File: config.mk
export PLATFORM = sky130hd
export DESIGN_NAME = fe_region_check
export DESIGN_NICKNAME = d
export VERILOG_FILES = /design/src/common/fe_pkg.sv /design/src/fe_region_check.sv
export SDC_FILE = /design/constraint.sdc
export NUM_CORES = 1
export LEC_CHECK = 0
export BUFFER_PORTS_ARGS = -buffer_cell sky130_fd_sc_hd__buf_2
export CAP_MARGIN = 10
export CORE_AREA = 2 2 39 41
export CTS_BUF_LIST = sky130_fd_sc_hd__clkbuf_4
export CTS_CLUSTER_DIAMETER = 50
export DETAILED_ROUTE_END_ITERATION = 16
export DIE_AREA = 0 0 41 43
export HOLD_SLACK_MARGIN = 0.1
export PLACE_DENSITY_LB_ADDON = 0.3
export SKIP_LAST_GASP = 1
export SLEW_MARGIN = 20
export SYNTH_ARGS = -nofsm -noshare
export SYNTH_HDL_FRONTEND = slang
export SYNTH_SLANG_ARGS = --single-unit
File: constraint.sdc
create_clock -name clk_i -period 1.93 [get_ports clk_i]
set_clock_uncertainty 0.05 [all_clocks]
set_input_delay 0.0965 -clock clk_i [delete_from_list [all_inputs] [get_ports clk_i]]
set_output_delay 0.0965 -clock clk_i [all_outputs]
set_load 0.05 [all_outputs]
File: src/common/fe_pkg.sv
`default_nettype none

package fe_pkg;

  // Datapath widths
  localparam int vaddr_width     = 32;
  localparam int instr_width     = 32;
  localparam int imem_words      = 256;
  localparam int imem_addr_width = 8;

  typedef logic [vaddr_width-1:0]     vaddr_t;
  typedef logic [instr_width-1:0]     instr_t;
  typedef logic [imem_addr_width-1:0] imem_addr_t;

  // Executable region, sized to cover the instruction memory exactly
  localparam vaddr_t exec_base  = 32'h0000_1000;
  localparam vaddr_t exec_limit = exec_base + vaddr_t'(imem_words * (instr_width / 8));

  // Commands from the backend
  typedef enum logic
  {
    e_op_redirect = 1'b0,
    e_op_halt     = 1'b1
  } fe_cmd_op_e;

  // Fetch queue message types
  typedef enum logic [1:0]
  {
    e_msg_instr        = 2'd0,
    e_msg_access_fault = 2'd1,
    e_msg_misaligned   = 2'd2
  } fe_msg_e;

endpackage

`default_nettype wire

File: src/fe_region_check.sv
`timescale 1ns/1ps
`default_nettype none

module fe_region_check
  import fe_pkg::*;
(
  input  logic   clk_i,
  input  logic   reset_i,

  input  logic   chk_v_i,
  input  vaddr_t chk_pc_i,

  output logic   access_fault_o,
  output logic   misaligned_o
);

  logic outside_n;
  logic misaligned_n;

  assign outside_n    = (chk_pc_i < exec_base) || (chk_pc_i >= exec_limit);
  assign misaligned_n = |chk_pc_i[1:0];

  always_ff @(posedge clk_i)
  begin
    if (reset_i)
    begin
      access_fault_o <= 1'b0;
      misaligned_o   <= 1'b0;
    end
    else
    begin
      // Misalignment wins over the region fault
      access_fault_o <= chk_v_i & outside_n & ~misaligned_n;
      misaligned_o   <= chk_v_i & misaligned_n;
    end
  end

endmodule

`default_nettype wire

Word-level counts from Yosys, hierarchy flattened
Cells that the tools add are included.

Memory bits (writable): 0. ROM bits: 0. Register bits: 2. Memories kept: 0. Latch bits: 0.

Bitwise operators: 4. Reductions and logical operators: 2. Shifts and indexed selects: 0. Divide/modulo/power cells: 0. Equal/unequal tests: 0. Multipliers: 0. Mux-type cells: 0. $lt $le $gt $ge: 2. $add $sub $neg: 0.

Operators with widths (number): $ge A32 B13 Y1 const B (1); $lt A32 B13 Y1 const B (1); $and A1 B1 Y1 (3); $reduce_or A2 Y1 (1); $logic_or A1 B1 Y1 (1); $not A1 Y1 (1).

Logic depth before layout (Yosys ltp)
Depth in word-level cells: 4. Gate-level depth with buffers: 3.

Worst setup path after synthesis
No wires, ideal clock.

Kind: input to register. Start: input chk_pc_i[22]. End: register access_fault_o. Arrival: 816 ps. Library setup time: 128 ps. Path buffers: 0. Slack: 936 ps. Stages on the path: 3. Required time: 1752 ps. Cells stage by stage: or4_4 -> nor3_2 -> a2111oi_2.

Cells in the longest elaborated chain, start to end: 4. Elaborated cells between the ends (all ways): 5. Those cells by class: 2 x order compare; 2 x bitwise; 1 x reduce/logical.

Ends and longest elaborated chain: start, declared (line fe_region_check.sv:11) `input vaddr_t chk_pc_i,`; $lt A32 B13 Y1 / $ge A32 B13 Y1 (equally long branches) (line fe_region_check.sv:20) `assign outside_n = (chk_pc_i < exec_base) || (chk_pc_i >= exec_limit);`; $logic_or A1 B1 Y1 (*) (line fe_region_check.sv:20); $and A1 B1 Y1 (*) (2 in a row) (line fe_region_check.sv:33) `access_fault_o <= chk_v_i & outside_n & ~misaligned_n;`; end signal, assigned (line fe_region_check.sv:33); end, declared (line fe_region_check.sv:13) `output logic access_fault_o,`.

Every way passes the cells marked *; elsewhere a longest branch is shown, timed or not. A chain may end at the register's enable or synchronous reset.

Final worst setup path
Start: input chk_pc_i[0]. End: register access_fault_o.

Cells in the longest elaborated chain, start to end: 4. Elaborated cells between the ends (all ways): 7. Those cells by class: 2 x order compare; 3 x bitwise; 2 x reduce/logical.

Ends and longest elaborated chain (line): $lt A32 B13 Y1 / $ge A32 B13 Y1 (equally long branches) (fe_region_check.sv:20); $logic_or A1 B1 Y1 (fe_region_check.sv:20); $and A1 B1 Y1 (fe_region_check.sv:33); $and A1 B1 Y1 (*) (fe_region_check.sv:33).

Marks and branches as above.

==> impl_metrics.yaml <==
sta:
  final-setup-viol-count: 0
  final.min_clock_period_ps: 1520
  slew_violations: 0
  hold_viol_final: 0
  tns_ps: 0
  fmax_mhz: 659
  rsz0062_at_grt: "no"
  fin_crit_sh_pct: 78.7
  worst_pin_slew_ps: 222
  max-slew-margin-rel_pct: 85.0
cells_and_area:
  areaGrowthSynthToFinish_pct: 168
  fin_util_pct: 24.5
  drive_above_1_share_pct: 72.3
  finalNetCount: 84
  finish.instance_area_um2: 339
  num-fill-cells: 150
  antenna_cells: 0
critical_path:
  cp.arrival_ps: 1630
  worstPathCellList: "dlygate4sd3_1 -> buf_2 -> a2111oi_2 -> dlygate4sd3_1"
  end_kind: "flip-flop"
  crit_required_ps: 2040
  critPathMaxFanout: 2
  cp.depth: 4
  slowest_stage: "dlygate4sd3_1"
  critical-path-top-delay-family: "buffers and inverters"
  path_buf_inv: 3
  crit_type: "primary input to flip-flop"
  cp-start-kind: "primary input"
  crit_path_max_incr_delay_ps: 570
  crit_top_cell: "dlygate4sd3_1"
floorplanning:
  fp-row-count: 14
  die-area_um2: 1760
  die_x_um: 41
  dieHeight_um: 43
  initial_utilization_pct: 9.13
  pin_count: 37
  coreArea_um2: 1380
clock_tree:
  cts.sinks: 2
  clockRootBuffer: "clkbuf_4"
  cts_buffer_depth: 2
  cts_made_buffers: 3
  clk_pin_slew_ps: 30
  ctsHtreeMaxLevel: 1
  cts_tree: "yes"
power:
  total_power_uw: 180
  power.density_nw_per_um2: 530
  ir_worst_vdd_v: 0.000159
  p_leak_nw: 0.176
global_route:
  grt-ovfl-total: 0
  grt_pass1_vias: 262
  antenna_found_initial: 0
  grt_pass1_wl_um: 966
  grt_start_max_net_pins: 3
  grt_use_total_pct: 9.11
route:
  vias: 242
  drtAntennaViolNets: 0
  drt_wl_total_um: 650
  drc: 0
  routedWlPerCell_um: 10.3
  first_pass_iters: 2
  drt-vias-per-instance: 3.84
  drtIter0Drc: 3
place:
  place_congestion: 0.643
  io_buffers: 28
  placed_cell_area_um2: 287
min_path:
  hp-class: "primary input to flip-flop"
  hold_depth: 3
logic_synthesis:
  yosysSeqAreaShare_pct: 31.7
  syn_area_um2: 126
  avgSynthCellArea_um2: 9.72
  yosysWarnings: 0
  synthCells: 13
  ys_ff_latch: 2
  ys_types: 9
  syn_nets: 48
  synth.top_cell.area_share_pct: 31.7
  synth_top_area_cell: "dfxtp_1"
  synth_top_cells_by_area: "dfxtp_1, nor4_1, a2111oi_2, or4_4, nor3_2"
status:
  status: "finished clean"
flow_run:
  maxCapViolations: 0
## metal layers
layer | vias up | global-route usage, % | part of all wire (%)
met5 | - | 0 | 0
met4 | 0 | 6.00 | 0
met3 | 0 | 8.90 | 26
met2 | 29 | 8.44 | 27
met1 | 90 | 12.1 | 47
li1 | 123 | - | -
## per-stage QoR
stage	hold WS [ps]	setup slack, ps	instances
global route	133	343	63
CTS	107	402	63
floorplan	122	936	13
finish	103	412	63
global placement	242	813	57
detailed placement	242	801	57
## state kept, by name (all words and copies together) (netlist names)
register and count:
misaligned_o 1, access_fault_o 1
## cell type report
class,instances,area (µm²),share of cell area (%)
Multi-Input combinational cell,11,86.3,25.5
Sequential cell,2,40.0,11.8
Tap cell,16,20.0,5.90
Timing Repair Buffer,31,170,50.2
Clock buffer,3,22.5,6.64
## worst min-delay path: cells and delay by family
family	cells	cell delay (ps)
buffers and inverters	1	70
AND/OR/NAND/NOR	2	160
## synthesized netlist by cell type, drive strengths merged
| master | number |
|---|---|
| nor3 | 1 |
| nand2b | 1 |
| nor4 | 3 |
| or4 | 1 |
| dfxtp | 2 |
| a2111oi | 1 |
| nor4b | 1 |
| nor2 | 2 |
| and4 | 1 |
## kinds of logic after synthesis
| logic type | Yosys count | synth area share [%] |
|---|---|---|
| simple gates | 10 | 56.4 |
| flops | 2 | 31.7 |
| compound gates | 1 | 11.9 |
## power by group
group	switching, mW	total, mW	internal, mW
clock	0.0225	0.0910	0.0685
sequential	0.000262	0.0436	0.0433
combinational	0.0188	0.0451	0.0262
total	0.0415	0.180	0.138
## cells in the final DEF (no fill, tap or decap)
| cell type | n |
|---|---|
| dfxtp_1 | 2 |
| a2111oi_2 | 1 |
| nor3_2 | 1 |
| nor4_1 | 3 |
| nor4b_1 | 1 |
| or4_4 | 1 |
| clkbuf_4 | 3 |
| nand2b_1 | 1 |
| buf_2 | 28 |
| dlygate4sd3_1 | 3 |
| and4_1 | 1 |
| nor2_1 | 2 |
## what timing repair did
| action | 4_1_cts | 5_1_grt |
|---|---|---|
| endpoints found under the setup margin | 0 | 0 |
| resized for setup | 0 | 0 |
| setup buffers | 0 | 0 |
| hold buffers | 3 | 0 |
| endpoints found under the hold margin | 2 | 0 |
## worst paths after layout
check	from	endpoint	slack [ps]
setup / recovery	chk_pc_i[0]	access_fault_o	410
hold / removal	chk_v_i	misaligned_o	100
No activity file was read; power rests on OpenSTA's default activity.
