## config.mk

```make
export PLATFORM = sky130hd
export DESIGN_NAME = fe_queue_former
export DESIGN_NICKNAME = d
export VERILOG_FILES = /design/src/common/fe_pkg.sv /design/src/fe_queue_former.sv
export SDC_FILE = /design/constraint.sdc
export NUM_CORES = 1
export LEC_CHECK = 0
export BUFFER_PORTS_ARGS = -buffer_cell sky130_fd_sc_hd__buf_2
export CORE_ASPECT_RATIO = 1.4
export CORE_MARGIN = 2
export CORE_UTILIZATION = 35
export DETAILED_ROUTE_END_ITERATION = 7
export PLACE_DENSITY = 0.8
export SKIP_CTS_REPAIR_TIMING = 1
export SYNTH_ARGS = -nofsm -noshare
export SYNTH_HDL_FRONTEND = slang
export SYNTH_SLANG_ARGS = --single-unit
```

## constraint.sdc

```tcl
create_clock -name clk_i -period 2.7 [get_ports clk_i]
set_clock_uncertainty 0.2 [all_clocks]
set_input_delay 0.27 -clock clk_i [delete_from_list [all_inputs] [get_ports clk_i]]
set_output_delay 0.27 -clock clk_i [all_outputs]
set_load 0.02 [all_outputs]
```

## src/common/fe_pkg.sv

```systemverilog
`default_nettype none

package fe_pkg;

  // Datapath widths
  localparam int vaddr_width     = 32;
  localparam int instr_width     = 32;
  localparam int imem_words      = 256;
  localparam int imem_addr_width = 8;

  typedef logic [vaddr_width-1:0]     vaddr_t;
  typedef logic [instr_width-1:0]     instr_t;
  typedef logic [imem_addr_width-1:0] imem_addr_t;

  // Executable region, sized to cover the instruction memory exactly
  localparam vaddr_t exec_base  = 32'h0000_1000;
  localparam vaddr_t exec_limit = exec_base + vaddr_t'(imem_words * (instr_width / 8));

  // Commands from the backend
  typedef enum logic
  {
    e_op_redirect = 1'b0,
    e_op_halt     = 1'b1
  } fe_cmd_op_e;

  // Fetch queue message types
  typedef enum logic [1:0]
  {
    e_msg_instr        = 2'd0,
    e_msg_access_fault = 2'd1,
    e_msg_misaligned   = 2'd2
  } fe_msg_e;

endpackage

`default_nettype wire

```

## src/fe_queue_former.sv

```systemverilog
`timescale 1ns/1ps
`default_nettype none

module fe_queue_former
  import fe_pkg::*;
(
  input  logic    clk_i,
  input  logic    reset_i,

  input  logic    fetch_v_i,
  input  vaddr_t  fetch_pc_i,
  input  logic    flush_i,

  input  instr_t  rd_instr_i,
  input  logic    access_fault_i,
  input  logic    misaligned_i,

  input  logic    fe_queue_ready_i,
  output logic    fe_queue_v_o,
  output fe_msg_e fe_queue_msg_o,
  output vaddr_t  fe_queue_pc_o,
  output instr_t  fe_queue_instr_o,

  output logic    fail_v_o,
  output vaddr_t  fail_pc_o,
  output logic    fault_sent_o,
  output logic    resume_ready_o
);

  logic    stage_v_r;
  logic    stage_squash_r;
  vaddr_t  stage_pc_r;
  logic    stage_live;
  logic    fault_v;
  fe_msg_e msg_type;

  // Item issued last cycle, still alive unless squashed or flushed now
  assign stage_live = stage_v_r & ~stage_squash_r & ~flush_i;
  assign fault_v    = misaligned_i | access_fault_i;

  always_comb
  begin
    if (misaligned_i)
      msg_type = e_msg_misaligned;
    else if (access_fault_i)
      msg_type = e_msg_access_fault;
    else
      msg_type = e_msg_instr;
  end

  assign fe_queue_v_o     = stage_live & fe_queue_ready_i;
  assign fe_queue_msg_o   = msg_type;
  assign fe_queue_pc_o    = stage_pc_r;
  assign fe_queue_instr_o = fault_v ? '0 : rd_instr_i;

  // No buffering: a blocked item is dropped and replayed from its PC
  assign fail_v_o       = stage_live & ~fe_queue_ready_i;
  assign fail_pc_o      = stage_pc_r;
  assign fault_sent_o   = fe_queue_v_o & fault_v;
  assign resume_ready_o = fe_queue_ready_i;

  always_ff @(posedge clk_i)
  begin
    if (reset_i)
    begin
      stage_v_r      <= 1'b0;
      stage_squash_r <= 1'b0;
    end
    else
    begin
      stage_v_r      <= fetch_v_i;
      // Younger item issued alongside a flush, fail or fault is dead
      stage_squash_r <= flush_i | fail_v_o | fault_sent_o;
    end
  end

  always_ff @(posedge clk_i)
  begin
    if (fetch_v_i)
      stage_pc_r <= fetch_pc_i;
  end

  assert property (@(posedge clk_i) disable iff (reset_i)
    fe_queue_v_o |-> fe_queue_ready_i);

  assert property (@(posedge clk_i) disable iff (reset_i)
    !(fail_v_o && fe_queue_v_o));

endmodule

`default_nettype wire

```

* After elaboration in Yosys (flattened, before gate mapping) *
Cells that the tools add are included.

word-level totals
  flip-flop bits (word level) = 34
  bits of input ports = 71

cells by class
  bitwise operators = 11
  muxes and demuxes = 3

operators by type and width
  operator     number
  $mux 32      1
  $and 1x1->1  5
  $not 1->1    3
  $or 1x1->1   3
  $mux 2       1
  $mux 1       1

* Depth between registers and ports, before layout *
  depth in word-level cells = 6
  gate-level depth with buffers = 3
  depth with buffers taken out = 2

* Worst setup path after synthesis *
No wires, ideal clock.

  kind = register to output
  start point = register stage_squash_r
  end point = output fault_sent_o
  stages on the path, launching flop included = 3
  buffers on the path = 0
  path slack = 1.024 ns
  arrival time = 1.206 ns
  cells stage by stage = dfxtp_1 > nand2b_1 > nor4b_1

on the way
  longest elaborated chain between the ends = 5

RTL lines
  element                   line                   source
  start: declaration        fe_queue_former.sv:31  logic stage_squash_r;
  start signal: assignment  fe_queue_former.sv:73  stage_squash_r <= flush_i | fail_v_o | fault_sent_o;
  $not 1->1                 fe_queue_former.sv:38  assign stage_live = stage_v_r & ~stage_squash_r & ~flush_i;
  $and 1x1->1 (2 in a row)  fe_queue_former.sv:38
  $and 1x1->1               fe_queue_former.sv:51  assign fe_queue_v_o = stage_live & fe_queue_ready_i;
  $and 1x1->1               fe_queue_former.sv:59  assign fault_sent_o = fe_queue_v_o & fault_v;
  end: declaration          fe_queue_former.sv:26  output logic fault_sent_o,

No other way between the ends.

* Worst setup path in the final report *
Same ends and word-level chain as after synthesis.

==> summary.md <==
| Metric | Value |
|---|---|
| Status | complete, no violations |
| Worst-Margin Slew | 719 ps |
| Via Count | 1464 |
| DIE WIDTH | 60.5 um |
| Vias in the first global route | 1326 |
| Hold path depth | 3 |
| Initial detailed-routing violation count | 12 |
| PD cells | 504 nW/um2 |
| Clock Latency Late Sink | 270 ps |
| Endpoints failing hold | 0 |
| Rel. slew slack | 52.0% |
| Placer Congestion | 0.867 |
| Mean Syn Cell Area | 13.9 um2 |
| RR Startpoint | stage_squash_r |
| DIE HEIGHT | 83.2 um |
| CTS buffer count | 5 |
| Placement Setup Slack | 1030 ps |
| Initial antenna violation count | 0 |
| R2r worst-path depth | 2 |
| Leak | 0.00135 uW |
| Cell area after synthesis | 1570 um2 |
| # diodes | 0 |
| Via density | 4.19 |
| Layout Area Growth over Synthesis | 67.6% |
| Tot GR Track Use | 16.9% |
| Setup violators final | 0 |
| Final wirelength | 4660 um |
| Setup TNS Final | 0 ps |
| Critical path class | reg -> out |
| Mapped Cells | 113 |
| Largest net degree at the start of global routing | 35 |
| CTS tree | done |
| DP Area | 2210 um2 |
| Antenna Nets Post-Route | 0 |
| Synthesized flop and latch total | 34 |
| Initial Util | 36.7% |
| Final Cycle Share | 62.8% |
| Drt first pass iters | 3 |
| RSZ-0062 raised after global routing | no |
| Crit. End Element | primary output |
| Most frequent cells in the layout | buf_2, dlygate4sd3_1, and2_1, edfxtp_1, clkbuf_8 |
| Commonest non-fill, non-tap cell in the layout | buf_2 |
| H-tree levels | 2 |
| Hold_ws | 78.9 ps |
| Slew Limit Fails | 0 |
| Site Rows | 28 |
| Startpoint Class | register |
| Reg clk slew, reported paths | 60 ps |
| Setup WS post-layout | 1000 ps |
| Post-route DRC | 0 |
| Share of cells above drive strength 1 | 62.3% |
| Post-detail-place hpwl | 3550 um |
| Maximum vdd ir drop | 0.187 mV |
| Post-synthesis cell type count | 13 |
| Crit path arrival time | 1230 ps |
| Number of port buffers | 172 |
| Minimum clock period | 1700 ps |
| Syn nets | 184 |
| Grt ovf | 0 |
| Max Root-Sink Buffers | 2 |
| Average wire per standard cell | 13.4 um |
| Die Area | 5030 um2 |
| Hold WC Path Type | in -> reg |
| Register area share after synthesis | 63.9% |
| Req. time, crit path | 2230 ps |
| Clock sink total | 34 |
| CTS Root Cell | clkbuf_8 |
| Fmax | 590 MHz |
| Max-cap viol count | 0 |
| Crit. Startpoint | stage_squash_r |
| Post-route core utilization | 61.4% |
| Layout Nets | 359 |
| Design Area, Final | 2630 um2 |
| Synth warnings | 0 |
| Top-level port count | 173 |
| Worst hold path startpoint | flush_i |
| Core box area | 4270 um2 |
| Worst Path Max Fanout | 4 |
| First-pass GRT wire length | 6150 um |
[per-layer routing]
layer | part of all wire (%) | up-vias | global-route usage, %
met3 | 10 | 5 | 4.98
met2 | 55 | 123 | 32.8
met4 | 1.6 | 0 | 7.11
met5 | 0 | - | 0
met1 | 33 | 645 | 14.8
li1 | - | 691 | -
[final cells by class]
| class | count | area (um2) |
|---|---|---|
| clock buffer | 6 | 72.6 |
| timing repair buffer | 205 | 1190 |
| tap | 60 | 75.1 |
| clock inverter | 2 | 8.76 |
| sequential | 34 | 1000 |
| inverter | 1 | 3.75 |
| multi-input combinational | 41 | 273 |
| fill | 379 | 1650 |
[per-stage QoR]
step | instances | power [uW]
finish | 349 | 1320
global route | 349 | 1390
global placement | 308 | 953
detailed placement | 308 | 960
CTS | 316 | 1310
floorplan | 113 | 864
[synth_stat cells, drive strengths merged]
cell type / n / area [um2]
nor3b: 1 / 7.51
buf: 37 / 289
nor2b: 3 / 18.8
nand2b: 1 / 6.26
inv: 1 / 3.75
a221oi: 1 / 15.0
edfxtp: 32 / 961
nor4b: 1 / 8.76
nor3: 1 / 5.00
dfxtp: 2 / 40.0
nor2: 1 / 11.3
and2: 32 / 200
[report_power, final]
group	switching [uW]	total [uW]	internal, uW
clock network	160	336	177
registers	17.7	641	623
logic	203	345	143
total	380	1320	943
[logic make-up after synthesis]
family,count (synthesis),share of synthesized area [%]
buffers and inverters,38,18.7
flip-flops,34,63.9
AND/OR/NAND/NOR,40,16.5
AO/OA/AOI/OAI,1,0.958
[final timing paths]
path | endpoint | slack, ps
worst max-delay path | fault_sent_o | 1000
worst min-delay path | stage_squash_r | 80
worst max register to register | stage_squash_r | 1630
worst min register to register | stage_squash_r | 390
[registers in the layout, summed over array words and instances (netlist names)]
register,flops
fail_pc_o,32
stage_squash_r,1
stage_v_r,1
[worst max-delay path: stages (launching register included)]
cell and delay (ps):
dfxtp_1 290, nand2b_1 200, nor4b_1 250, buf_2 210
(Power assumes the default switching activity.)
