$ cat src/common/fe_pkg.sv
`default_nettype none

package fe_pkg;

  // Datapath widths
  localparam int vaddr_width     = 32;
  localparam int instr_width     = 32;
  localparam int imem_words      = 256;
  localparam int imem_addr_width = 8;

  typedef logic [vaddr_width-1:0]     vaddr_t;
  typedef logic [instr_width-1:0]     instr_t;
  typedef logic [imem_addr_width-1:0] imem_addr_t;

  // Executable region, sized to cover the instruction memory exactly
  localparam vaddr_t exec_base  = 32'h0000_1000;
  localparam vaddr_t exec_limit = exec_base + vaddr_t'(imem_words * (instr_width / 8));

  // Commands from the backend
  typedef enum logic
  {
    e_op_redirect = 1'b0,
    e_op_halt     = 1'b1
  } fe_cmd_op_e;

  // Fetch queue message types
  typedef enum logic [1:0]
  {
    e_msg_instr        = 2'd0,
    e_msg_access_fault = 2'd1,
    e_msg_misaligned   = 2'd2
  } fe_msg_e;

endpackage

`default_nettype wire

$ cat src/pc_gen/fe_pc_gen.sv
`timescale 1ns/1ps
`default_nettype none

module fe_pc_gen
  import fe_pkg::*;
(
  input  logic       clk_i,
  input  logic       reset_i,

  input  logic       fe_cmd_v_i,
  input  fe_cmd_op_e fe_cmd_op_i,
  input  vaddr_t     fe_cmd_pc_i,
  output logic       fe_cmd_yumi_o,

  input  logic       fail_v_i,
  input  vaddr_t     fail_pc_i,
  input  logic       fault_sent_i,
  input  logic       resume_ready_i,

  output logic       fetch_v_o,
  output vaddr_t     fetch_pc_o,
  output logic       flush_o
);

  typedef enum logic [1:0]
  {
    e_wait  = 2'd0,
    e_run   = 2'd1,
    e_stall = 2'd2
  } state_e;

  state_e state_r;
  state_e state_n;

  logic   redirect_v;
  logic   halt_v;
  logic   cmd_accept;
  logic   stall_exit;
  logic   resume_sel_r;
  vaddr_t resume_pc_r;
  vaddr_t next_pc_r;

  assign redirect_v = fe_cmd_v_i & (fe_cmd_op_i == e_op_redirect);
  assign halt_v     = fe_cmd_v_i & (fe_cmd_op_i == e_op_halt);
  assign cmd_accept = redirect_v | halt_v;

  // Every command is taken on arrival
  assign fe_cmd_yumi_o = cmd_accept;
  assign flush_o       = cmd_accept;

  assign stall_exit = (state_r == e_stall) & resume_ready_i & ~cmd_accept;

  always_comb
  begin
    state_n = state_r;
    if (redirect_v)
      state_n = e_run;
    else if (halt_v)
      state_n = e_wait;
    else
    begin
      case (state_r)
        e_run:
          if (fail_v_i)
            state_n = e_stall;
          else if (fault_sent_i)
            state_n = e_wait;
        e_stall:
          if (resume_ready_i)
            state_n = e_run;
        default:
          state_n = e_wait;
      endcase
    end
  end

  always_ff @(posedge clk_i)
  begin
    if (reset_i)
    begin
      state_r      <= e_wait;
      resume_sel_r <= 1'b0;
    end
    else
    begin
      state_r      <= state_n;
      // First issue after entering run comes from the resume PC
      resume_sel_r <= redirect_v | stall_exit;
    end
  end

  always_ff @(posedge clk_i)
  begin
    if (redirect_v)
      resume_pc_r <= fe_cmd_pc_i;
    else if (fail_v_i)
      resume_pc_r <= fail_pc_i;
    if (fetch_v_o)
      next_pc_r <= fetch_pc_o + vaddr_t'(4);
  end

  assign fetch_v_o  = (state_r == e_run);
  assign fetch_pc_o = resume_sel_r ? resume_pc_r : next_pc_r;

  assert property (@(posedge clk_i) disable iff (reset_i)
    (state_r inside {e_wait, e_stall}) |-> !fetch_v_o);

  assert property (@(posedge clk_i) disable iff (reset_i)
    fe_cmd_yumi_o |-> fe_cmd_v_i);

  // A failed item leaves a cycle of silence while the replay is set up
  assert property (@(posedge clk_i) disable iff (reset_i)
    fail_v_i |=> !fetch_v_o);

endmodule

`default_nettype wire

$ cat config.mk
export PLATFORM = sky130hd
export DESIGN_NAME = fe_pc_gen
export DESIGN_NICKNAME = d
export VERILOG_FILES = /design/src/common/fe_pkg.sv /design/src/pc_gen/fe_pc_gen.sv
export SDC_FILE = /design/constraint.sdc
export NUM_CORES = 1
export LEC_CHECK = 0
export BUFFER_PORTS_ARGS = -buffer_cell sky130_fd_sc_hd__buf_2
export CORE_ASPECT_RATIO = 1.5
export CORE_MARGIN = 5
export CORE_UTILIZATION = 52
export DETAILED_ROUTE_END_ITERATION = 8
export PLACE_DENSITY = 0.8
export SYNTH_ARGS = -nofsm -noshare
export SYNTH_HDL_FRONTEND = slang
export SYNTH_SLANG_ARGS = --single-unit
$ cat constraint.sdc
create_clock -name clk_i -period 3.7 [get_ports clk_i]
set_clock_uncertainty 0.05 [all_clocks]
set_input_delay 0.37 -clock clk_i [delete_from_list [all_inputs] [get_ports clk_i]]
set_output_delay 0.37 -clock clk_i [all_outputs]
set_load 0.005 [all_outputs]
Yosys cells after proc, flatten, opt, wreduce, memory -nomap -nowiden
Index checks and enable logic that the tools add are counted.
{"block": "totals", "register_bits": 67, "elab_cells": 33, "out_inout_bits": 35}
{"block": "op_classes", "bitwise": 8, "mux": 9, "n_addsub": 1, "n_eq_ne": 6, "n_reduce_logical": 4}
{"op": "32-bit 2-to-1 mux", "count": 3}
{"op": "32-bit by 3-bit adder with 32-bit output (second input constant)", "count": 1}
{"op": "2-bit 2-to-1 mux", "count": 3}
{"op": "5-bit by 3-bit != test with 1-bit output (second input constant)", "count": 1}
{"op": "1-bit AND", "count": 4}
{"op": "4-bit != test (second input constant)", "count": 1}
{"op": "2-bit case mux with 2 select lines", "count": 1}
{"op": "2-bit AND reduction", "count": 2}
{"op": "3-bit != test (second input constant)", "count": 1}
{"op": "3-bit OR reduction", "count": 1}
{"op": "2-bit by 1-bit == test with 1-bit output (second input constant)", "count": 1}
{"op": "2-bit == test (second input constant)", "count": 1}
{"op": "1-bit 2-to-1 mux", "count": 2}
{"op": "2-bit != test (second input constant)", "count": 1}
{"op": "1-bit inverter", "count": 2}
{"op": "1-bit OR", "count": 2}
{"op": "2-bit nonzero test", "count": 1}

Longest topological paths before layout
Gate-level depths: netlist (run 1).
{"block": "depth", "depth_word": 6, "ltp_mapped": 11, "depth_no_buf": 8}

Worst setup path after synthesis (run 1)
No wires, ideal clock.
{"block": "synth_path", "kind": "register to register", "startpoint": "register resume_sel_r", "endpoint": "register next_pc_r[18], data pin", "path_buffers": 3, "required_ns": 3.371, "setup_time_ns": 0.279, "slack_ns": 0.639, "path_stages_with_launch": 11, "arrival_time_ns": 2.732, "cell_sequence": "dfxtp_1 -> buf_2 -> buf_1 -> clkbuf_1 -> mux2_2 -> ha_1 -> nand2_1 -> o22ai_1 -> nand4_1 -> a2111oi_0 -> xor2_1"}
{"block": "synth_between", "elab_chain_len": 2}
{"item": "start: declaration", "line": "fe_pc_gen.sv:39", "source": "logic resume_sel_r;"}
{"item": "start signal: assignment", "line": "fe_pc_gen.sv:88", "source": "resume_sel_r <= redirect_v | stall_exit;"}
{"item": "32-bit 2-to-1 mux", "line": "fe_pc_gen.sv:103", "source": "assign fetch_pc_o = resume_sel_r ? resume_pc_r : next_pc_r;"}
{"item": "net fetch_pc_o[3]", "line": "fe_pc_gen.sv:21", "source": "output vaddr_t fetch_pc_o,"}
{"item": "32-bit by 3-bit adder with 32-bit output", "line": "fe_pc_gen.sv:99", "source": "next_pc_r <= fetch_pc_o + vaddr_t'(4);"}
{"item": "end signal: assignment", "line": "fe_pc_gen.sv:99"}
{"item": "end: declaration", "line": "fe_pc_gen.sv:41", "source": "vaddr_t next_pc_r;"}
The timed path passes the listed nets, and every way through them passes these cells.
A chain may end at the register's enable or synchronous reset.

Worst setup path after layout (run 1)
{"block": "layout_path", "startpoint": "register resume_sel_r", "endpoint": "register next_pc_r[18], data pin"}
{"block": "layout_between", "elab_chain_len": 2}
{"item": "32-bit 2-to-1 mux", "line": "fe_pc_gen.sv:103"}
{"item": "32-bit by 3-bit adder with 32-bit output", "line": "fe_pc_gen.sv:99"}
Every way passes these cells.

==> run metrics, run 1 <==
R2R Setup Slk 770 ps; RSZ-0062 raised after global routing false; die width 78.28 µm; Cell Area, Synth between 0.003 and 0.004 mm²; drt drc 0; reg-to-reg critical path endpoint next_pc_r[18]; DR vias/cell approximately 5.6; first-pass GRT wire length 12.92 mm; largest net degree at the start of global routing 37; syn_nets ~370; Critical Path RT between 3000 and 4000 ps; commonest non-fill, non-tap cell in the layout buf_2; Critical Setup Path Class flip-flop to flip-flop; 1st-iter DRT viols 173; initial core utilization 53.07%; cts repair resizes 0; Die Y roughly 110 µm; crit path DAT 2950 ps; post-DP HPWL between 5 and 6 mm; Post-CTS Setup Bufs 0; worst hold path depth 2; Hold Crit Class input port to flip-flop; #FFs+latches synth 67; result of the run complete, no violations; routed vias 2693; P per Cell Area roughly 430 mW/mm²; root buffer cell clkbuf_8; pre-CTS setup slack 759.9 ps; vias in the first global route 2773; number of hold buffers added after CTS 0; Final TNS setup 0 ps; clock sinks 67; RR Startpoint resume_sel_r; Distinct cells, synth 43; DR top layer met4; Post-synth EDFFs 64; final setup margin a little under 800 ps; Rel. slew slack just under 50%; worst skew pair latency 340 ps; Total Wirelength about 7.9 mm; CP Launch Type flip-flop; met2 wire len 4.374 mm; Fmax 341.1 MHz; Ant. Diodes 0; Total GRT Usage 18.72%; final hold violation count 0; Syn-to-layout area delta 23.12%; Final ANT Viol Nets 0; I/O pins between 100 and 150; drt wl/cell 16.42 µm; share of post-route cells with drive strength above 1 45.68%; Routed met3 length between 400 and 500 µm; hold path start reset_i; met1 wire length between 3 and 4 mm; Post-Syn Instances 293; CP endpoint kind flip-flop; CTS clock-pin slew for the worst setup and hold paths around 80 ps; most frequent cells in the layout buf_2 (105), edfxtp_1 (64), mux2_2 (55); # rows 37; CTS tree done; TritonCTS buffer count 9; number of synthesis warnings 0; max-slew violations 0; post-layout min period roughly 3000 ps; placer congestion estimate around 0.80; Leakage between 1.5 and 2 nW; core area ~0.0069 mm²; Post-synth ARST share 0%; remaining global-route overflow 0; crit share post-route ~79%; syn avg cell area around 12 µm²; initial antenna violation count 0; most common flop cell mapped by yosys edfxtp_1; maxcap violations 0; CP Max Fanout 35; reg2reg path depth 8; # setup viols final 0; CTS Buffer Depth 2; H-tree depth 3; NumNets Final roughly 470; hold endpoint state_r[1]; IO buf count 105; Peak VDD IR 0.0002733 V; Die Area roughly 0.0088 mm²; Pwr Total about 0.0019 W; DRT Pass-1 Iters 5; register area share after synthesis about 55%; Worst-Margin Slew 775.8 ps
synth_stat cells, types with 2 or more instances:
library cell	n	share of area, %
a211oi_1	2	0.41
a21o_1	2	0.41
a21oi_1	3	0.41
a22oi_1	2	0.41
a32oi_1	3	0.72
buf_1	2	0.21
buf_2	2	0.28
buf_4	2	0.41
clkbuf_1	7	0.72
dfxtp_1	3	1.7
edfxtp_1	64	53
inv_1	3	0.31
mux2_2	55	17
mux2i_1	2	0.55
nand2_1	38	3.9
nand2b_1	4	0.69
nand3_1	11	1.5
nand3b_1	5	1.0
nand4_1	6	1.0
nand4b_1	3	0.72
nor2_1	8	0.83
nor2b_1	5	0.86
nor3_1	7	0.96
nor4_1	2	0.34
o21ai_0	6	0.83
o22ai_1	5	0.86
xnor2_1	10	2.4
xor2_1	16	3.9
critical path: stages (launching register included):
cell and delay (ps):
dfxtp_2 720, mux2i_1 190, inv_1 110, ha_1 250, nand2_1 70, o22ai_1 190
nand4_1 430, a2111oi_0 520, xor2_1 130
logic make-up (layout without fill, tap and decap cells):
family,Yosys count,after routing,synth area share (%)
and+or+nand+nor,97,97,13.94
adders and majority gates,1,1,0.3441
DFF,67,67,54.51
xor gates and xnor gates,26,26,6.263
AOI/OAI and AO/OA,29,29,5.437
buffers and inverters,16,128,1.927
muxes,57,57,17.58
registers in the layout, summed over array words and instances, names as in the netlist:
name / cells
resume_pc_r: 32
resume_sel_r: 1
state_r: 2
next_pc_r: 32
layer usage:
metal / up-vias / global-route usage [%]
met5: - / 0
li1: 1317 / -
met3: 12 / 4.976
met2: 83 / 34.67
met1: 1281 / 20.65
met4: 0 / 5.601
power breakdown:
| part | total [W] | internal, W | leakage [nW] | switching (W) |
|---|---|---|---|---|
| Combinational | 0.000232 | 0.000120 | 1.01 | 0.000112 |
| Sequential | 0.000951 | 0.000908 | 0.642 | 0.0000431 |
| Clock | 0.000723 | 0.000440 | 0.116 | 0.000283 |
| Total | 0.00191 | 0.00147 | 1.77 | 0.000439 |
worst max-delay path by stage:
| stage | startpoint | depth (start not counted) | endpoint | slack (ps) |
|---|---|---|---|---|
| after floorplan | resume_sel_r | 10 | next_pc_r[18] | 640 |
| after global placement | resume_sel_r | 8 | next_pc_r[18] | 910 |
| after detailed placement | resume_sel_r | 8 | next_pc_r[18] | 760 |
| after CTS | resume_sel_r | 8 | next_pc_r[18] | 760 |
| after global routing | resume_sel_r | 8 | next_pc_r[18] | 520 |
| final | resume_sel_r | 8 | next_pc_r[18] | 770 |
through the flow:
| step | cell area (µm²) | instances | hold slack (ps) | utilization (%) |
|---|---|---|---|---|
| 3_5_place_dp | 4247 | 467 | 504.0 | 61.98 |
| 6_report | 4477 | 483 | 186.9 | 65.34 |
| 5_1_grt | 4477 | 483 | 177.0 | 65.34 |
| 3_3_place_gp | 4247 | 467 | 501.4 | 61.98 |
| 2_1_floorplan | 3636 | 293 | 392.4 | - |
| 4_1_cts | 4477 | 483 | 174.5 | 65.34 |
final cells by class:
class / instances / area [µm²]
clock buffer: 9 / 123.9
clock inverter: 7 / 106.4
fill: 518 / 2375
inverter: 3 / 11.26
multi-input combinational: 210 / 1599
sequential: 67 / 1983
tap: 78 / 97.59
timing repair buffer: 109 / 555.5
No activity file was read; power rests on OpenSTA's default activity.
==> run 2, diff against run 1 <==
- ABC_AREA: default -> 1
- CORE_UTILIZATION: 52 -> 48
- PLACE_DENSITY: 0.8 -> 0.77
- clock period: 3.7 -> 2.42 ns (I/O delays scaled with it)
==> run 2 against run 1 <==
Compared with the run above: design area rose by 8.4%; utilization fell by 4.8 points; worst hold slack got worse by 130 ps; first-iteration DRC count up 17%; flip-flop and latch count stayed put; power rose by 65%; critical endpoint is now next_pc_r[20]; largest cell class unchanged.
==> run metrics, run 2 <==
result of the run complete, no violations (unchanged); Crit path largest cell delay 470 ps (was 720 ps); Synth Area in Compound Gates 0.7346% (was 5.437%); Fmax 480.8 MHz (was 341.1 MHz); simple-gate share of the synthesized area 39.48% (was 13.94%); clock sinks 67 (unchanged); Peak VDD IR 0.0003886 V (was 0.0002733 V); Final TNS setup 0 ps (unchanged); worst path cell trace buf_4 -> nand2_1 -> nand2_1 -> nand2_1 -> nor2_1 -> nand2_1 -> nor2_1 -> nand2_1 -> nand2_1 -> nand2_1 (was mux2i_1 -> inv_1 -> ha_1 -> nand2_1 -> o22ai_1 -> nand4_1 -> a2111oi_0 -> xor2_1); Total GRT Usage 19.72% (was 18.72%); cell mode on critical path nand2_1; number of hold buffers added after CTS 0 (unchanged); Die Y 120.6 µm (was 112.4 µm); # rows 40 (was 37); P per Cell Area 650.3 mW/mm² (was 425.8 mW/mm²); CP bufs+invs 1 (unchanged); RSZ-0062 raised after global routing false (unchanged); root buffer cell clkbuf_16 (was clkbuf_8); H-tree depth 3 (unchanged); number of synthesis warnings 0 (unchanged); register area share after synthesis 50.59% (was 54.51%); most frequent cells in the layout nand2_1 (246), buf_2 (105), edfxtp_1 (64) (was buf_2 (105), edfxtp_1 (64), mux2_2 (55)); Distinct cells, synth 28 (was 43); syn avg cell area 8.094 µm² (was 12.41 µm²); Top delay family on crit path simple AND/OR/NAND/NOR gates (was flip-flops); most common flop cell mapped by yosys edfxtp_1 (unchanged); routed vias 3420 (was 2693); Post-Syn Instances 484 (was 293); Cell Area, Synth 0.003918 mm² (was 0.003636 mm²); I/O pins 106 (unchanged); CP Max Fanout 21 (was 35); Post-Synth Adder-Cell Area 0.3194% (was 0.3441%); 1st-iter DRT viols 202 (was 173); Commonest cells post-synth nand2_1 (246), edfxtp_1 (64), nor2_1 (37) (was edfxtp_1 (64), mux2_2 (55), nand2_1 (38)); count leader, synth nand2_1 (was edfxtp_1); CP endpoint kind flip-flop (unchanged); largest net degree at the start of global routing 33 (was 37); CTS Buffer Depth 2 (unchanged); DRT Pass-1 Iters 5 (unchanged); Final ANT Viol Nets 0 (unchanged); Critical Setup Path Class flip-flop to flip-flop (unchanged); Post-Synth XOR/XNOR Area 3.130% (was 6.263%); vias in the first global route 3488 (was 2773); worst skew pair latency 330 ps (was 340 ps); drt drc 0 (unchanged); CTS tree done (unchanged); Synth area leaders edfxtp_1 (49%), nand2_1 (24%), nand2_2 (5.1%) (was edfxtp_1 (53%), mux2_2 (17%), nand2_1 (3.9%)); IO buf count 105 (unchanged); initial antenna violation count 0 (unchanged); # fillers 713 (was 518); Syn-to-layout area delta 23.83% (was 23.12%); Die Area 0.01011 mm² (was 0.008799 mm²); biggest area consumer among synthesized cells edfxtp_1 (unchanged); Post-synth EDFFs 64 (unchanged); share of post-route cells with drive strength above 1 30.94% (was 45.68%); core area 0.008008 mm² (was 0.006852 mm²); syn_nets 556 (was 365); drt wl/cell 13.72 µm (was 16.42 µm); Worst-Margin Slew 704.2 ps (was 775.8 ps); first-pass GRT wire length 15.78 mm (was 12.92 mm); Hold Crit Class input port to flip-flop (unchanged); crit path DAT 2110 ps (was 2950 ps); mux cell area share after synthesis 0% (was 17.58%); NumNets Final 665 (was 472); placer congestion estimate 1.043 (was 0.8016); main combinational cell family by area after synthesis simple AND/OR/NAND/NOR gates (was multiplexers); Rel. slew slack 53.05% (was 48.28%); post-layout min period 2080 ps (was 2931 ps); max-slew violations 0 (unchanged); maxcap violations 0 (unchanged); die width 83.77 µm (was 78.28 µm); DR vias/cell 4.865 (was 5.576); CP max stage cell dfxtp_2 (unchanged); post-synth top area share 49.06% (was 52.86%); commonest non-fill, non-tap cell in the layout nand2_1 (was buf_2); post-DP HPWL 7.707 mm (was 5.866 mm); # setup viols final 0 (unchanged); Post-synth ARST share 0% (unchanged); CTS clock-pin slew for the worst setup and hold paths 50 ps (was 80 ps); Leakage 2.297 nW (was 1.767 nW); TritonCTS buffer count 9 (unchanged); largest registers next_pc_r (32), resume_pc_r (32), state_r (2) (unchanged); remaining global-route overflow 0 (unchanged); initial core utilization 48.92% (was 53.07%); CP Launch Type flip-flop (unchanged); Ant. Diodes 0 (unchanged); Total Wirelength 9.645 mm (was 7.932 mm); crit share post-route 85.94% (was 79.22%); final hold violation count 0 (unchanged); #FFs+latches synth 67 (unchanged); Pwr Total 0.003154 W (was 0.001906 W); Critical Path RT 2450 ps (was 3720 ps)
## run 2: changes by cell type after synthesis, sizes merged, moves of 8 or more
| cell | before | now |
|---|---|---|
| inv | 3 | 29 |
| mux2 | 55 | 0 |
| nand2 | 38 | 284 |
| nor2 | 8 | 51 |
| nor3 | 8 | 0 |
## run 2: area by class of cell
class / count / area [µm²] / share of cell area (%)
multi-input combinational: 373 / 1713 / 35.31
inverter: 29 / 111.4 / 2.296
sequential: 67 / 1983 / 40.88
clock inverter: 3 / 63.81 / 1.315
tap: 105 / 131.4 / 2.708
timing repair buffer: 113 / 598.1 / 12.33
clock buffer: 13 / 250.2 / 5.159
## run 2: worst paths after layout
path                start            end  slack, ps  cells after the start
max          resume_sel_r  next_pc_r[20]        340                     10
min               reset_i     state_r[0]         60                      2
max reg2reg  resume_sel_r  next_pc_r[20]        340                     10
min reg2reg  next_pc_r[1]   next_pc_r[1]        480                      2
## run 2: cell families (layout without fill, tap and decap cells)
logic type / Yosys count / count (layout)
fa+ha+maj: 1 / 1
xor+xnor: 14 / 14
simple gates: 353 / 353
compound gates: 5 / 5
flops: 67 / 67
buf+inv: 44 / 158
## run 2: repair_timing
item,4_1_cts,5_1_grt
setup endpoints to repair,0,7
setup buffers,0,0
endpoints found under the hold margin,0,0
gates resized for setup,0,1
## run 2: power by group
part           internal, W  switching [W]  leakage [nW]
Combinational     0.000146       0.000240          1.51
Clock             0.000927       0.000438         0.151
Sequential         0.00138      0.0000268         0.640
Total              0.00245       0.000705          2.30
## run 2: routing by layer
metal	global-route usage (%)	up-vias	part of all wire, %
li1	-	1733	-
met1	22.89	1543	39
met2	34.21	121	52
met3	3.136	23	5.8
met4	11.37	0	3.2
met5	0	-	0
## run 2: metrics by stage
stage / instances / setup WS (ps) / util, % / area [µm²] / hold WS (ps)
after global placement: 687 / 200.1 / 56.64 / 4536 / 381.6
after detailed placement: 687 / 181.2 / 56.64 / 4536 / 390.3
after CTS: 703 / 143.0 / 60.56 / 4850 / 45.96
after floorplan: 484 / 424.5 / - / 3918 / 261.1
after global routing: 703 / 131.3 / 60.58 / 4851 / 56.67
final: 703 / 340.2 / 60.58 / 4851 / 59.19
==> run 3, diff against run 2 <==
- REMOVE_ABC_BUFFERS: default -> 1
- clock period: 2.42 -> 1.8 ns (I/O delays scaled with it)
==> run 3 against run 2 <==
Compared with the run above: worst hold slack got worse by 37 ps; combinational power rose by 77%; the flow now finishes with violations (setup timing); non-clock buffer count rose by 51; largest cell class is now multi-input gates.
==> run metrics, run 3 (same netlist as run 2, synthesis figures left out) <==
Syn-to-layout area delta 41.36% (was 23.83%); core area 0.008008 mm² (unchanged); largest registers next_pc_r (32), resume_pc_r (32), state_r (2) (unchanged); met2 wire len 5.951 mm (was 4.977 mm); NumNets Final 716 (was 665); drt drc 0 (unchanged); CTS clock-pin slew for the worst setup and hold paths 50 ps (about the same); Worst-Margin Slew 785.4 ps (was 704.2 ps); worst setup path startpoint resume_sel_r (unchanged); worst skew pair latency 330 ps (about the same); sequential share of power 44.3% (was 44.5%); post-DP HPWL 7.907 mm (was 7.707 mm); Hold Crit Class input port to flip-flop (unchanged); maxcap violations 0 (unchanged); remaining global-route overflow 0 (unchanged); cell mode on critical path nand2_1 (unchanged); Critical Path RT 1830 ps (was 2450 ps); most frequent cells in the layout nand2_1 (218), buf_2 (105), edfxtp_1 (64) (was nand2_1 (246), buf_2 (105), edfxtp_1 (64)); CTS tree done (unchanged); placed cells 726 (was 687); DR top layer met4 (unchanged); CP Max Fanout 13 (was 21); Critical Setup Path Class flip-flop to flip-flop (unchanged); Comb power frac 16.0% (was 12.2%); RSZ-0062 raised after global routing true (was false); post-layout min period 1847 ps (was 2080 ps); 1st-iter DRT viols 183 (was 202); clock sinks 67 (unchanged); Die Y 120.6 µm (unchanged); first-pass GRT wire length 16.86 mm (was 15.78 mm); commonest non-fill, non-tap cell in the layout nand2_1 (unchanged); reg-to-reg critical path endpoint next_pc_r[23] (was next_pc_r[20]); Final ANT Viol Nets 0 (unchanged); IO buf count 105 (unchanged); Leakage 2.599 nW (was 2.297 nW); RR Startpoint resume_sel_r (unchanged); Critical Path Sink next_pc_r[23] (was next_pc_r[20]); CP Launch Type flip-flop (unchanged); worst path cell trace buf_12 -> inv_8 -> buf_6 -> nand2_1 -> nand2_2 -> nand2_2 -> nor2_4 -> nand2_2 -> nor2_2 -> nand2_1 -> nand2_1 -> nand2_1 (was buf_4 -> nand2_1 -> nand2_1 -> nand2_1 -> nor2_1 -> nand2_1 -> nor2_1 -> nand2_1 -> nand2_1 -> nand2_1); # rows 40 (unchanged); failing checks setup timing; CP endpoint kind flip-flop (unchanged); clock power share 39.8% (was 43.3%); largest net degree at the start of global routing 35 (was 33); die width 83.77 µm (unchanged); final std cells w/o fill 754 (was 703); initial antenna violation count 0 (unchanged); DR vias/cell 4.901 (was 4.865); Peak VDD IR 0.0005644 V (was 0.0003886 V); max-slew violations 0 (unchanged); R2R Setup Slk -50 ps (was 340 ps); DRT Pass-1 Iters 5 (unchanged); CP max stage cell dfxtp_2 (unchanged); final hold violation count 0 (unchanged); reg2reg path depth 12 (was 10); Switching Fraction 24.03% (was 22.36%); Internal 0.003251 W (was 0.002449 W); vias in the first global route 3713 (was 3488); Fmax 541.3 MHz (was 480.8 MHz); result of the run finished, violations left (was complete, no violations); hold path start fe_cmd_v_i (was reset_i); H-tree depth 3 (unchanged); Switch Pwr 0.001029 W (was 0.0007053 W); crit share post-route 102.6% (was 85.94%); drt wl/cell 14.28 µm (was 13.72 µm); Ant. Diodes 0 (unchanged); Rel. slew slack 47.64% (was 53.05%); # setup viols final 6 (was 0); final setup margin -47.36 ps (was 340.2 ps); P per Cell Area 772.8 mW/mm² (was 650.3 mW/mm²); I/O pins 106 (unchanged); share of post-route cells with drive strength above 1 45.15% (was 30.94%); Crit path largest cell delay 320 ps (was 470 ps); CTS Buffer Depth 2 (unchanged); Placement Cell Area 0.004853 mm² (was 0.004536 mm²); TritonCTS buffer count 9 (unchanged); Total Wirelength 10.77 mm (was 9.645 mm); Pwr Total 0.004280 W (was 0.003154 W); post-route cell area 0.005538 mm² (was 0.004851 mm²); crit path DAT 1880 ps (was 2110 ps); initial core utilization 48.92% (unchanged); Die Area 0.01011 mm² (unchanged); routed vias 3695 (was 3420); met1 wire length 3.962 mm (was 3.797 mm); Routed met3 length 483 µm (was 556 µm); root buffer cell clkbuf_16 (unchanged); placer congestion estimate 0.9605 (was 1.043); Total GRT Usage 21.13% (was 19.72%)
run 3: cell count changes in the layout (fill, tap and decap cells not counted), sizes merged:
cell	delta
buf	+50
bufinv	-1
clkinv	+1
dlygate4sd3	+1
run 3: area by class of cell:
type / instances / area, µm²
Clock buffer: 13 / 250.2
Clock inverter: 3 / 38.79
Fill cell: 617 / 2470
Inverter: 29 / 116.4
Multi-Input combinational cell: 373 / 1998
Sequential cell: 67 / 1983
Tap cell: 105 / 131.4
Timing Repair Buffer: 164 / 1020
run 3: metrics by stage:
step | util, % | setup slack (ps) | setup TNS, ps | hold WS [ps]
2_1_floorplan | - | -716.0 | -51660 | 199.1
3_3_place_gp | 60.61 | -77.25 | -393.0 | 318.1
3_5_place_dp | 60.61 | -98.87 | -728.7 | 322.8
4_1_cts | 65.98 | -5.190 | -7.089 | 11.12
5_1_grt | 69.16 | -130.5 | -1287 | 29.39
6_report | 69.16 | -47.36 | -107.2 | 21.85
run 3: worst min-delay path by stage:
| stage | end | cells past startpoint |
|---|---|---|
| 2_1_floorplan | state_r[0] | 1 |
| 3_3_place_gp | state_r[0] | 2 |
| 3_5_place_dp | state_r[0] | 2 |
| 4_1_cts | state_r[1] | 2 |
| 5_1_grt | state_r[1] | 2 |
| 6_report | state_r[1] | 2 |
run 3: critical path, delay by kind of cell (launching register included):
family                 cells  cell delay [ps]
buffers and inverters      3              370
flip-flops                 1              320
AND/OR/NAND/NOR            9              870
run 3: per-layer routing:
metal	vias to the layer above	track usage (%)
li1	1845	-
met3	27	3.408
met4	0	10.16
met1	1716	22.80
met5	-	0
met2	107	39.59
run 3: what timing repair did:
item,in CTS,in global routing
gates resized for setup,30,62
hold buffers,1,0
setup endpoints to repair,18,22
setup buffers,4,7
endpoints found under the hold margin,2,0
pin swaps,7,16
cloned,0,0
run 3: power by group through the flow:
stage               Clock, W  Combinational, W  Sequential, W
finish               0.00170          0.000683        0.00189
global route         0.00180          0.000751        0.00190
CTS                  0.00172          0.000629        0.00190
detailed placement         0          0.000600        0.00192
global placement           0          0.000583        0.00192
floorplan                  0          0.000293        0.00191
